===== config.mk =====
export PLATFORM = sky130hd
export DESIGN_NAME = ram_check_top
export DESIGN_NICKNAME = d
export VERILOG_FILES = /design/src/source/ram_check_pkg.sv /design/src/source/lut_ram.sv /design/src/source/ram_march_tester.sv /design/src/source/error_reporter.sv /design/src/source/uart_tx.sv /design/src/source/ram_check_top.sv
export SDC_FILE = /design/constraint.sdc
export NUM_CORES = 1
export LEC_CHECK = 0
export ABC_AREA = 1
export BUFFER_PORTS_ARGS = -buffer_cell sky130_fd_sc_hd__buf_4
export CAP_MARGIN = 20
export CORE_UTILIZATION = 50
export DETAILED_ROUTE_END_ITERATION = 10
export MAX_ROUTING_LAYER = met4
export PLACE_DENSITY = 0.65
export SLEW_MARGIN = 20
export SYNTH_ARGS = -nofsm -noshare
export SYNTH_HDL_FRONTEND = slang
export SYNTH_SLANG_ARGS = --single-unit

===== constraint.sdc =====
create_clock -name clk -period 2.9 [get_ports clk]
set_input_delay 0.29 -clock clk [delete_from_list [all_inputs] [get_ports clk]]
set_output_delay 0.29 -clock clk [all_outputs]
set_load 0.02 [all_outputs]

===== src/source/ram_check_pkg.sv =====
`default_nettype none

package ram_check_pkg;

    // ########################################
    // Memory geometry
    // ########################################

    localparam int addr_width = 5;                 // 32-entry LUT memory.
    localparam int data_width = 6;
    localparam int max_address = 31;              // Last address tested.

    // ########################################
    // Test phases and frame codes
    // ########################################

    // Phase values are printable so they read directly off the serial line.
    typedef enum logic [7:0] {
        phase_write_pattern  = 8'h41,             // 'A'.
        phase_verify_pattern = 8'h42,             // 'B'.
        phase_write_inverse  = 8'h43,             // 'C'.
        phase_verify_inverse = 8'h44              // 'D'.
    } test_phase_t;

    localparam logic [7:0] frame_error_code = 8'h45;   // 'E'.
    localparam logic [7:0] frame_loop_code = 8'h4c;    // 'L'.

    // Address-derived pattern; top bit toggles between neighbours.
    function automatic logic [data_width-1:0] rom_pattern(
        input logic [addr_width-1:0] address
    );
        return {~address[0], address};
    endfunction

endpackage

`default_nettype wire


===== src/source/lut_ram.sv =====
`timescale 1ns/1ps
`default_nettype none

module lut_ram
    import ram_check_pkg::*;
(
    input  logic                  clk,
    input  logic                  write_enable,
    input  logic [addr_width-1:0] write_address,
    input  logic [addr_width-1:0] read_address,
    input  logic [data_width-1:0] write_data,
    input  logic                  upset_strobe,
    input  logic [addr_width-1:0] upset_address,
    input  logic [2:0]            upset_bit,
    output logic [data_width-1:0] read_data
);

    logic [data_width-1:0] mem [2**addr_width];
    logic [data_width-1:0] flip_mask;

    // Bits above the word width give an empty mask.
    always_comb begin
        flip_mask = '0;
        if (upset_bit < data_width) begin
            flip_mask = data_width'(1) << upset_bit;
        end
    end

    always_ff @(posedge clk) begin
        if (upset_strobe) begin
            mem[upset_address] <= mem[upset_address] ^ flip_mask;
        end
        if (write_enable) begin
            mem[write_address] <= write_data;   // Last assignment wins over an upset.
        end
    end

    assign read_data = mem[read_address];     // Asynchronous LUT read.

endmodule

`default_nettype wire


===== src/source/ram_march_tester.sv =====
`timescale 1ns/1ps
`default_nettype none

module ram_march_tester
    import ram_check_pkg::*;
#(
    parameter int max_address = ram_check_pkg::max_address
) (
    input  logic                  clk,
    input  logic                  reset,
    input  logic [data_width-1:0] read_data,
    input  logic                  busy,
    output logic [addr_width-1:0] write_address,
    output logic [addr_width-1:0] read_address,
    output logic [data_width-1:0] write_data,
    output logic                  write_enable,
    output logic                  loop_complete,
    output logic                  error,
    output test_phase_t           error_state,
    output logic [addr_width-1:0] error_address,
    output logic [data_width-1:0] expected_data,
    output logic [data_width-1:0] actual_data
);

    localparam logic [addr_width-1:0] last_address = addr_width'(max_address);

    test_phase_t           phase;
    test_phase_t           next_phase;
    logic [addr_width-1:0] address;
    logic [data_width-1:0] expected_word;
    logic                  inverse_phase;
    logic                  write_phase;
    logic                  verify_phase;
    logic                  mismatch;
    logic                  last_step;
    logic                  loop_dirty;

    // ########################################
    // Pattern and compare
    // ########################################

    assign inverse_phase = (phase == phase_write_inverse) || (phase == phase_verify_inverse);
    assign write_phase = (phase == phase_write_pattern) || (phase == phase_write_inverse);
    assign verify_phase = !write_phase;

    always_comb begin
        expected_word = rom_pattern(address);
        if (inverse_phase) begin
            expected_word = ~expected_word;
        end
    end

    assign read_address = address;
    assign mismatch = verify_phase && (read_data != expected_word);
    assign last_step = !busy && (phase == phase_verify_inverse) && (address == last_address);

    always_comb begin
        case (phase)
            phase_write_pattern:  next_phase = phase_verify_pattern;
            phase_verify_pattern: next_phase = phase_write_inverse;
            phase_write_inverse:  next_phase = phase_verify_inverse;
            default:              next_phase = phase_write_pattern;
        endcase
    end

    // ########################################
    // Sequencer
    // ########################################

    always_ff @(posedge clk) begin
        if (reset) begin
            phase <= phase_write_pattern;
            address <= '0;
            write_enable <= 1'b0;
            loop_complete <= 1'b0;
            error <= 1'b0;
            loop_dirty <= 1'b0;
        end else begin
            write_enable <= write_phase && !busy;
            error <= mismatch && !busy;
            // Only loops without a mismatch report completion.
            loop_complete <= last_step && !loop_dirty && !mismatch;
            if (!busy) begin                          // Stall holds phase and address.
                if (address == last_address) begin
                    address <= '0;
                    phase <= next_phase;
                end else begin
                    address <= address + 1'b1;
                end
                if (last_step) begin
                    loop_dirty <= 1'b0;
                end else if (mismatch) begin
                    loop_dirty <= 1'b1;
                end
            end
        end
    end

    // Write port lags the counter by one cycle.
    always_ff @(posedge clk) begin
        write_address <= address;
        write_data <= expected_word;
    end

    // Mismatch detail, held until the next error.
    always_ff @(posedge clk) begin
        if (mismatch && !busy) begin
            error_state <= phase;
            error_address <= address;
            expected_data <= expected_word;
            actual_data <= read_data;
        end
    end

endmodule

`default_nettype wire


===== src/source/error_reporter.sv =====
`timescale 1ns/1ps
`default_nettype none

module error_reporter
    import ram_check_pkg::*;
(
    input  logic                  clk,
    input  logic                  reset,
    input  logic                  loop_complete,
    input  logic                  error,
    input  test_phase_t           error_state,
    input  logic [addr_width-1:0] error_address,
    input  logic [data_width-1:0] expected_data,
    input  logic [data_width-1:0] actual_data,
    input  logic                  tx_accepted,
    output logic                  tx_valid,
    output logic [7:0]            tx_byte,
    output logic                  busy
);

    localparam int frame_bytes = 5;

    logic [7:0] frame [frame_bytes];
    logic [2:0] byte_index;
    logic [2:0] last_index;

    // ########################################
    // Frame sequencing
    // ########################################

    always_ff @(posedge clk) begin
        if (reset) begin
            busy <= 1'b0;
            byte_index <= '0;
            last_index <= '0;
        end else if (!busy) begin
            byte_index <= '0;
            if (error) begin                          // Error wins over loop marker.
                busy <= 1'b1;
                last_index <= 3'(frame_bytes - 1);
            end else if (loop_complete) begin
                busy <= 1'b1;
                last_index <= '0;
            end
        end else if (tx_accepted) begin
            if (byte_index == last_index) begin
                busy <= 1'b0;
            end else begin
                byte_index <= byte_index + 1'b1;
            end
        end
    end

    // Snapshot of the fields; the tester may overwrite them while sending.
    always_ff @(posedge clk) begin
        if (!busy) begin
            if (error) begin
                frame[0] <= frame_error_code;
                frame[1] <= error_state;
                frame[2] <= 8'(error_address);
                frame[3] <= 8'(expected_data);
                frame[4] <= 8'(actual_data);
            end else if (loop_complete) begin
                frame[0] <= frame_loop_code;
            end
        end
    end

    assign tx_valid = busy;
    assign tx_byte = frame[byte_index];

endmodule

`default_nettype wire


===== src/source/uart_tx.sv =====
`timescale 1ns/1ps
`default_nettype none

module uart_tx #(
    parameter int clks_per_bit = 25
) (
    input  logic       clk,
    input  logic       reset,
    input  logic       tx_valid,
    input  logic [7:0] tx_byte,
    output logic       tx_accepted,
    output logic       tx
);

    localparam int baud_width = $clog2(clks_per_bit + 1);
    localparam logic [baud_width-1:0] baud_last = baud_width'(clks_per_bit - 1);

    logic [9:0]            shift;                 // Stop, data LSB first, start.
    logic [3:0]            bit_count;
    logic [baud_width-1:0] baud_count;
    logic                  active;

    always_ff @(posedge clk) begin
        if (reset) begin
            active <= 1'b0;
            tx_accepted <= 1'b0;
            bit_count <= '0;
            baud_count <= '0;
            tx <= 1'b1;                           // Line idles high.
        end else begin
            tx_accepted <= 1'b0;
            if (!active) begin
                tx <= 1'b1;
                if (tx_valid) begin
                    active <= 1'b1;
                    tx_accepted <= 1'b1;
                    bit_count <= '0;
                    baud_count <= '0;
                end
            end else begin
                tx <= shift[0];
                if (baud_count == baud_last) begin
                    baud_count <= '0;
                    if (bit_count == 4'd9) begin
                        active <= 1'b0;           // Stop bit done.
                    end else begin
                        bit_count <= bit_count + 1'b1;
                    end
                end else begin
                    baud_count <= baud_count + 1'b1;
                end
            end
        end
    end

    always_ff @(posedge clk) begin
        if (!active && tx_valid) begin
            shift <= {1'b1, tx_byte, 1'b0};
        end else if (active && baud_count == baud_last) begin
            shift <= {1'b1, shift[9:1]};
        end
    end

endmodule

`default_nettype wire


===== src/source/ram_check_top.sv =====
`timescale 1ns/1ps
`default_nettype none

module ram_check_top
    import ram_check_pkg::*;
#(
    parameter int clks_per_bit = 25,
    parameter int max_address = ram_check_pkg::max_address
) (
    input  logic                  clk,
    input  logic                  reset,
    input  logic                  upset_strobe,
    input  logic [addr_width-1:0] upset_address,
    input  logic [2:0]            upset_bit,
    output logic                  tx
);

    // Memory port.
    logic [addr_width-1:0] write_address;
    logic [addr_width-1:0] read_address;
    logic [data_width-1:0] write_data;
    logic [data_width-1:0] read_data;
    logic                  write_enable;

    // Reporting.
    logic                  loop_complete;
    logic                  error;
    test_phase_t           error_state;
    logic [addr_width-1:0] error_address;
    logic [data_width-1:0] expected_data;
    logic [data_width-1:0] actual_data;
    logic                  busy;

    // Byte stream to the UART.
    logic                  tx_valid;
    logic                  tx_accepted;
    logic [7:0]            tx_byte;

    lut_ram ram (
        .clk           (clk),
        .write_enable  (write_enable),
        .write_address (write_address),
        .read_address  (read_address),
        .write_data    (write_data),
        .upset_strobe  (upset_strobe),
        .upset_address (upset_address),
        .upset_bit     (upset_bit),
        .read_data     (read_data)
    );

    ram_march_tester #(
        .max_address (max_address)
    ) tester (
        .clk           (clk),
        .reset         (reset),
        .read_data     (read_data),
        .busy          (busy),
        .write_address (write_address),
        .read_address  (read_address),
        .write_data    (write_data),
        .write_enable  (write_enable),
        .loop_complete (loop_complete),
        .error         (error),
        .error_state   (error_state),
        .error_address (error_address),
        .expected_data (expected_data),
        .actual_data   (actual_data)
    );

    error_reporter reporter (
        .clk           (clk),
        .reset         (reset),
        .loop_complete (loop_complete),
        .error         (error),
        .error_state   (error_state),
        .error_address (error_address),
        .expected_data (expected_data),
        .actual_data   (actual_data),
        .tx_accepted   (tx_accepted),
        .tx_valid      (tx_valid),
        .tx_byte       (tx_byte),
        .busy          (busy)
    );

    uart_tx #(
        .clks_per_bit (clks_per_bit)
    ) uart (
        .clk         (clk),
        .reset       (reset),
        .tx_valid    (tx_valid),
        .tx_byte     (tx_byte),
        .tx_accepted (tx_accepted),
        .tx          (tx)
    );

endmodule

`default_nettype wire


==> results of run 1 <==
## area by class of cell
cell class | instances | area [sq um]
clock buffers | 46 | 915.9
clock inverters | 15 | 178.9
fillers | 2698 | 13320
inverters | 88 | 330.3
multi-input cells | 1250 | 6751
flip-flops and latches | 291 | 8230
well taps | 402 | 503.0
repair buffers | 123 | 1249
## cell usage in the layout, fill, tap and decap left out, types with 8 or more instances in the layout
cell,instances
ha_1,8
inv_1,77
nor3_1,44
nand2_1,495
o21ai_2,140
o22ai_1,32
dfxtp_1,49
a21oi_1,68
a22oi_1,83
edfxtp_1,240
a22oi_2,13
clkbuf_1,10
nand3_1,175
o21ai_1,26
clkbuf_16,34
o21ai_0,41
or2_0,10
nor2_1,69
buf_4,97
clkinv_1,9
buf_12,26
## power breakdown
group	switching (mW)	total [mW]	internal (mW)
clock	1.72	4.23	2.51
combinational	1.14	1.79	0.653
sequential	0.0568	4.76	4.70
## path summary, 6_finish.rpt
check                                       from                             endpoint  slack (ps)
min                                        reset  reporter.last_index[2]$_SDFFE_PP0P_          50
max                 tester.phase[0]$_SDFFE_PP1P_    tester.expected_data[2]$_DFFE_PP_         280
max reg2reg         tester.phase[0]$_SDFFE_PP1P_    tester.expected_data[2]$_DFFE_PP_         280
min reg2reg  tester.read_address[3]$_SDFFE_PP0N_      tester.write_address[3]$_DFF_P_         410
## cell usage after synthesis (5+ instances only)
| master | n | area share (%) |
|---|---|---|
| a21oi_1 | 68 | 2.1 |
| a21oi_2 | 6 | 0.33 |
| a22oi_1 | 83 | 3.9 |
| a22oi_2 | 13 | 1.0 |
| buf_1 | 37 | 0.87 |
| buf_2 | 14 | 0.44 |
| buf_4 | 9 | 0.42 |
| buf_6 | 25 | 1.8 |
| clkbuf_1 | 51 | 1.2 |
| clkinv_1 | 8 | 0.19 |
| dfxtp_1 | 51 | 6.4 |
| edfxtp_1 | 240 | 45 |
| ha_1 | 8 | 0.63 |
| inv_1 | 77 | 1.8 |
| nand2_1 | 495 | 12 |
| nand3_1 | 175 | 5.5 |
| nor2_1 | 69 | 1.6 |
| nor3_1 | 44 | 1.4 |
| o211ai_1 | 5 | 0.23 |
| o21ai_0 | 41 | 1.3 |
| o21ai_1 | 26 | 0.81 |
| o21ai_2 | 140 | 7.7 |
| o22ai_1 | 32 | 1.3 |
| or2_0 | 10 | 0.39 |
| xnor2_2 | 6 | 0.61 |
| xor2_1 | 5 | 0.27 |
## flip-flops by register name (all words and copies together) (netlist names), 3 cells and up, named ones only
signal                count
uart.shift                9
ram.mem                 192
tester.write_address      5
tester.phase              3
uart.bit_count            4
reporter.frame           22
tester.expected_data      6
reporter.byte_index       3
tester.actual_data        6
tester.error_address      5
tester.error_state        3
tester.write_data         6
uart.baud_count           5
tester.read_address       5
## metal layers
metal,track usage [%],vias to the layer above,routed length (um)
li1,-,6252,-
met2,46.80,886,22210
met5,-,-,0
met1,41.25,6342,19290
met4,15.08,0,2533
met3,5.201,180,5192
## through the flow
stage | cells | hold WS [ps] | utilization, % | power, mW | cell area (sq um)
finish | 2215 | 53.47 | 57.69 | 10.77 | 18160
floorplan | 1765 | 368.2 | - | 5.947 | 15980
detailed placement | 2154 | 404.5 | 54.22 | 6.587 | 17060
global route | 2215 | 62.13 | 57.69 | 11.08 | 18160
CTS | 2215 | 44.40 | 57.69 | 10.77 | 18160
global placement | 2154 | 401.2 | 54.22 | 6.546 | 17060
## worst max-delay path, cell delays in order, from the launching register on
cell and delay (ps):
dfxtp_1 360, nor2_1 200, nand2_1 110, nand2_1 230, xor2_1 500, inv_1 210
nand3_1 130, nand2_1 60, nor2_1 100, nand3_1 110, nand3_1 130, inv_1 90
buf_12 160
## logic make-up (layout without fill, tap and decap cells)
group	count (synthesis)	after routing	share of synthesized area, %
buf+inv	224	272	6.756
fa+ha+maj	8	8	0.6263
simple gates	806	806	21.05
flops	291	291	51.48
xor+xnor	13	13	0.9943
compound gates	423	423	19.09
==> impl_metrics.tcl, run 1 <==
set metrics [dict create \
    status "finished clean" \
    power.density_nw_per_um2 593.3 \
    overflow 0 \
    critPathArrivalTime_ps 2900 \
    drive_gt1_share_pct 19.14 \
    path_class "flip-flop to flip-flop" \
    start_kind "flip-flop" \
    netlist_area_sq_um 15980 \
    design.core.area_sq_um 31470 \
    antenna_left 0 \
    antenna_found_initial 0 \
    cts_resized 0 \
    async_flop_share_pct 0 \
    worst_setup_path_end_kind "flip-flop" \
    fp.dieArea_sq_um 32680 \
    wirelength_um 49220 \
    yosys_warnings 0 \
    rsz0062_at_grt "false" \
    hold_path_class "input pin to flip-flop" \
    syn_area_per_cell_sq_um 9.055 \
    crit_required_ps 3180 \
    cts_htree_levels 2 \
    cts_made_buffers 34 \
    timing.final.crit_period_ps 2619 \
    ys_types 42 \
    num_rows 65 \
    maxSlewHeadroom_pct 37.30 \
    diodes 0 \
    grt_max_degree 61 \
    vias_per_cell 6.167 \
    path_max_fanout 16 \
    initial_core_util_pct 50.78 \
    finalWeightedCongestion 0.9716 \
    post-cts-setup-buffers 0 \
    num_vias 13660 \
    ctsHoldBuffers 0 \
    max_slew.worst_pin.slew_ps 939.2 \
    period_share_pct 90.31 \
    grt_pass1_wl_um 75380 \
    ff2ff_path_depth 12 \
    netlist_instances 1765 \
    setup_violations 0 \
    port_buffers 11 \
    synth_fp_nets 1784 \
    die-height_um 180.8 \
    die_width_um 180.8 \
    drt_iter0_markers 1792 \
    ys.flop_type "edfxtp_1" \
    dp_hpwl_um 33180 \
    setup_ws_ps 281.1 \
    ys_ff_latch 291 \
    clk_pin_slew_ps 60 \
    p_leak_nw 6.492 \
    io-pin-count 12 \
    setup-tns-final_ps 0 \
    place_ws_ps 68.38 \
    hold_path_depth 2 \
    drv_slew 0 \
    clockBufferDepth 3 \
    hold_viol 0 \
    drc 0 \
    synth_edf_count 240 \
    first_global_vias 12710 \
    clock-sinks 291 \
    max_freq_mhz 381.8 \
    synthToLayoutAreaGrowth_pct 13.62 \
    drv_cap 0 \
    finalNetCount 1807 \
    cts_tree "built" \
    yosysSeqAreaShare_pct 51.48 \
    cts_root_buf "clkbuf_16" \
    dr.pass1.iters 7 \
    vdd_drop_max_v 0.0004756 \
    clock_skew_ps 18.22 \
    grt_usage_pct 31.23 \
    clk_latency_ps 520 \
    wl_per_cell_um 22.22 \
]
(Power assumes the default switching activity.)
==> run 2: changes to the inputs <==
MAX_ROUTING_LAYER = not set   (was met4)
PLACE_DENSITY = 0.73   (was 0.65)
SLEW_MARGIN = 40   (was 20)
==> run 2 against run 1 <==
Effect of this change:
- register-to-register slack worse by 80 ps
- die area unchanged
- global-route usage down 0.63 points
- combinational power down 3%
- clock skew up 2.9 ps
- clock power down 4%
- first-iteration DRC count up 15%
- core utilization down 0.31 points
- count of clock-buffer cells in the layout down 1
- power down 1.8%
- highest routed layer unchanged
==> impl_metrics.tcl, run 2 (synthesis results as in run 1) <==
set metrics [dict create \
    drv_slew 0 \
    hold_path_class "input pin to flip-flop" \
    max_slew.worst_pin.slew_ps 894.9 \
    cpMostUsedCell "nand2_1" \
    largestRegisters "ram.mem (192), reporter.frame (22), uart.shift (9)" \
    endpoint "tester.actual_data[3]$_DFFE_PP_" \
    crit_cells 13 \
    timing.final.crit_period_ps 2698 \
    layout_common_cells "495 x nand2_1, 240 x edfxtp_1, 175 x nand3_1" \
    clock-sinks 291 \
    critPathBufInv 3 \
    overflow 0 \
    wl_per_cell_um 22.59 \
    cts_root_buf "clkbuf_16" \
    power.density_nw_per_um2 585.8 \
    ff2ff_path_depth 13 \
    antenna_found_initial 0 \
    antenna_left 0 \
    hold_ws_ps 374.1 \
    port_buffers 11 \
    cts_tree "built" \
    cts_made_buffers 31 \
    fin_cells 2207 \
    vias_per_cell 6.203 \
    cp_cell_sequence "buf_4, nand3_1, nand2_1, nand2_1, nand3_1, nand2_1, nand2_1, nand2_1, nor2_1, nand3_1, nand3_1, inv_1, buf_12" \
    finalWeightedCongestion 0.9981 \
    grt_max_degree 75 \
    num_rows 65 \
    finalNetCount 1800 \
    drv_cap 0 \
    place_ws_ps 48.24 \
    setup_ws_ps 201.7 \
    maxSlewHeadroom_pct 40.28 \
    slowest_delay_ps 670 \
    drive_gt1_share_pct 18.67 \
    vdd_drop_max_v 0.0005824 \
    largest_reg_flops 192 \
    reg2reg_to "tester.actual_data[3]$_DFFE_PP_" \
    initial_core_util_pct 50.78 \
    die_width_um 180.8 \
    placedCellCount 2149 \
    fp.dieArea_sq_um 32680 \
    clk_latency_ps 590 \
    cts_htree_levels 1 \
    critPathArrivalTime_ps 3040 \
    worst_setup_path_end_kind "flip-flop" \
    path_max_fanout 20 \
    clk_pin_slew_ps 60 \
    clock_skew_ps 21.16 \
    grt_usage_pct 30.60 \
    drt_iter0_markers 2067 \
    dr.pass1.iters 6 \
    grt_pass1_wl_um 76460 \
    path_class "flip-flop to flip-flop" \
    rsz0062_at_grt "false" \
    status "finished clean" \
    max_freq_mhz 370.6 \
    io-pin-count 12 \
    diodes 0 \
    dp_hpwl_um 34380 \
    p_leak_nw 6.440 \
    num_vias 13690 \
    synthToLayoutAreaGrowth_pct 13.02 \
    reg2reg_slack_ps 200 \
    largest-register "ram.mem" \
    critPathTopFamily "simple AND/OR/NAND/NOR gates" \
    setup_violations 0 \
    period_share_pct 93.04 \
    clockBufferDepth 3 \
    design.core.area_sq_um 31470 \
    die-height_um 180.8 \
    final_common_cell "nand2_1" \
    hold_path_depth 4 \
    wirelength_um 49850 \
    cts_resized 0 \
    finalPower_mw 10.58 \
    drc 0 \
    setup-tns-final_ps 0 \
    crit_required_ps 3240 \
    hold_viol 0 \
    crit_path_top_delay_cell "dfxtp_1" \
    start_kind "flip-flop" \
    first_global_vias 12960 \
]
-- run 2: cell count changes in the layout (fill, tap and decap cells not counted), moves of 2 or more --
cell | before | now
buf_4 | 97 | 94
clkinv_1 | 9 | 15
clkinv_2 | 4 | 1
clkbuf_8 | 2 | 4
clkinvlp_4 | 3 | 0
inv_6 | 3 | 1
bufinv_16 | 3 | 1
buf_12 | 26 | 24
clkbuf_1 | 10 | 6
-- run 2: per-layer routing --
layer / GRT usage [%] / share of wire (%) / vias up
met1: 40.11 / 38 / 6373
met5: 0 / 0 / -
met4: 13.71 / 5.2 / 0
li1: - / - / 6256
met3: 6.289 / 11 / 197
met2: 48.94 / 46 / 865
-- run 2: worst min-delay path by stage --
stage,slack [ps],start,end
4_1_cts,360,upset_bit[0],ram.mem[14][0]$_DFFE_PP_
5_1_grt,390,upset_bit[0],ram.mem[14][0]$_DFFE_PP_
2_1_floorplan,370,reset,tester.phase[1]$_SDFFE_PP0P_
6_report,370,upset_bit[0],ram.mem[14][0]$_DFFE_PP_
3_5_place_dp,390,tester.read_address[3]$_SDFFE_PP0N_,tester.write_address[3]$_DFF_P_
3_3_place_gp,390,tester.read_address[3]$_SDFFE_PP0N_,tester.write_address[3]$_DFF_P_
-- run 2: stage by stage --
step	util (%)	cell area, sq um
after floorplan	-	15980
after global placement	54.02	17000
after detailed placement	54.02	17000
after CTS	57.38	18060
after global routing	57.39	18060
final	57.39	18060
-- run 2: worst min-delay path, delay by kind of cell --
family	cells	cell delay (ps)
compound gates	1	120
xor+xnor	1	210
buf+inv	1	100
simple gates	1	120
-- run 2: where the power goes --
group          total [mW]  leakage, nW  switching [mW]  internal [mW]
registers            4.78         2.61          0.0767           4.70
logic                1.73         3.32            1.09          0.639
clock network        4.08        0.515            1.71           2.37
total                10.6         6.44            2.87           7.71
-- run 2: layout make-up --
cell class | count | area, sq um
repair buffers | 119 | 1196
flip-flops and latches | 291 | 8232
well taps | 402 | 503.0
fillers | 2630 | 13410
multi-input cells | 1250 | 6751
inverters | 88 | 330.3
clock buffers | 45 | 953.4
clock inverters | 12 | 96.34
-- run 2: what timing repair did --
action,4_1_cts,5_1_grt
setup buffers,0,0
endpoints found under the hold margin,12,0
hold buffers,1,0
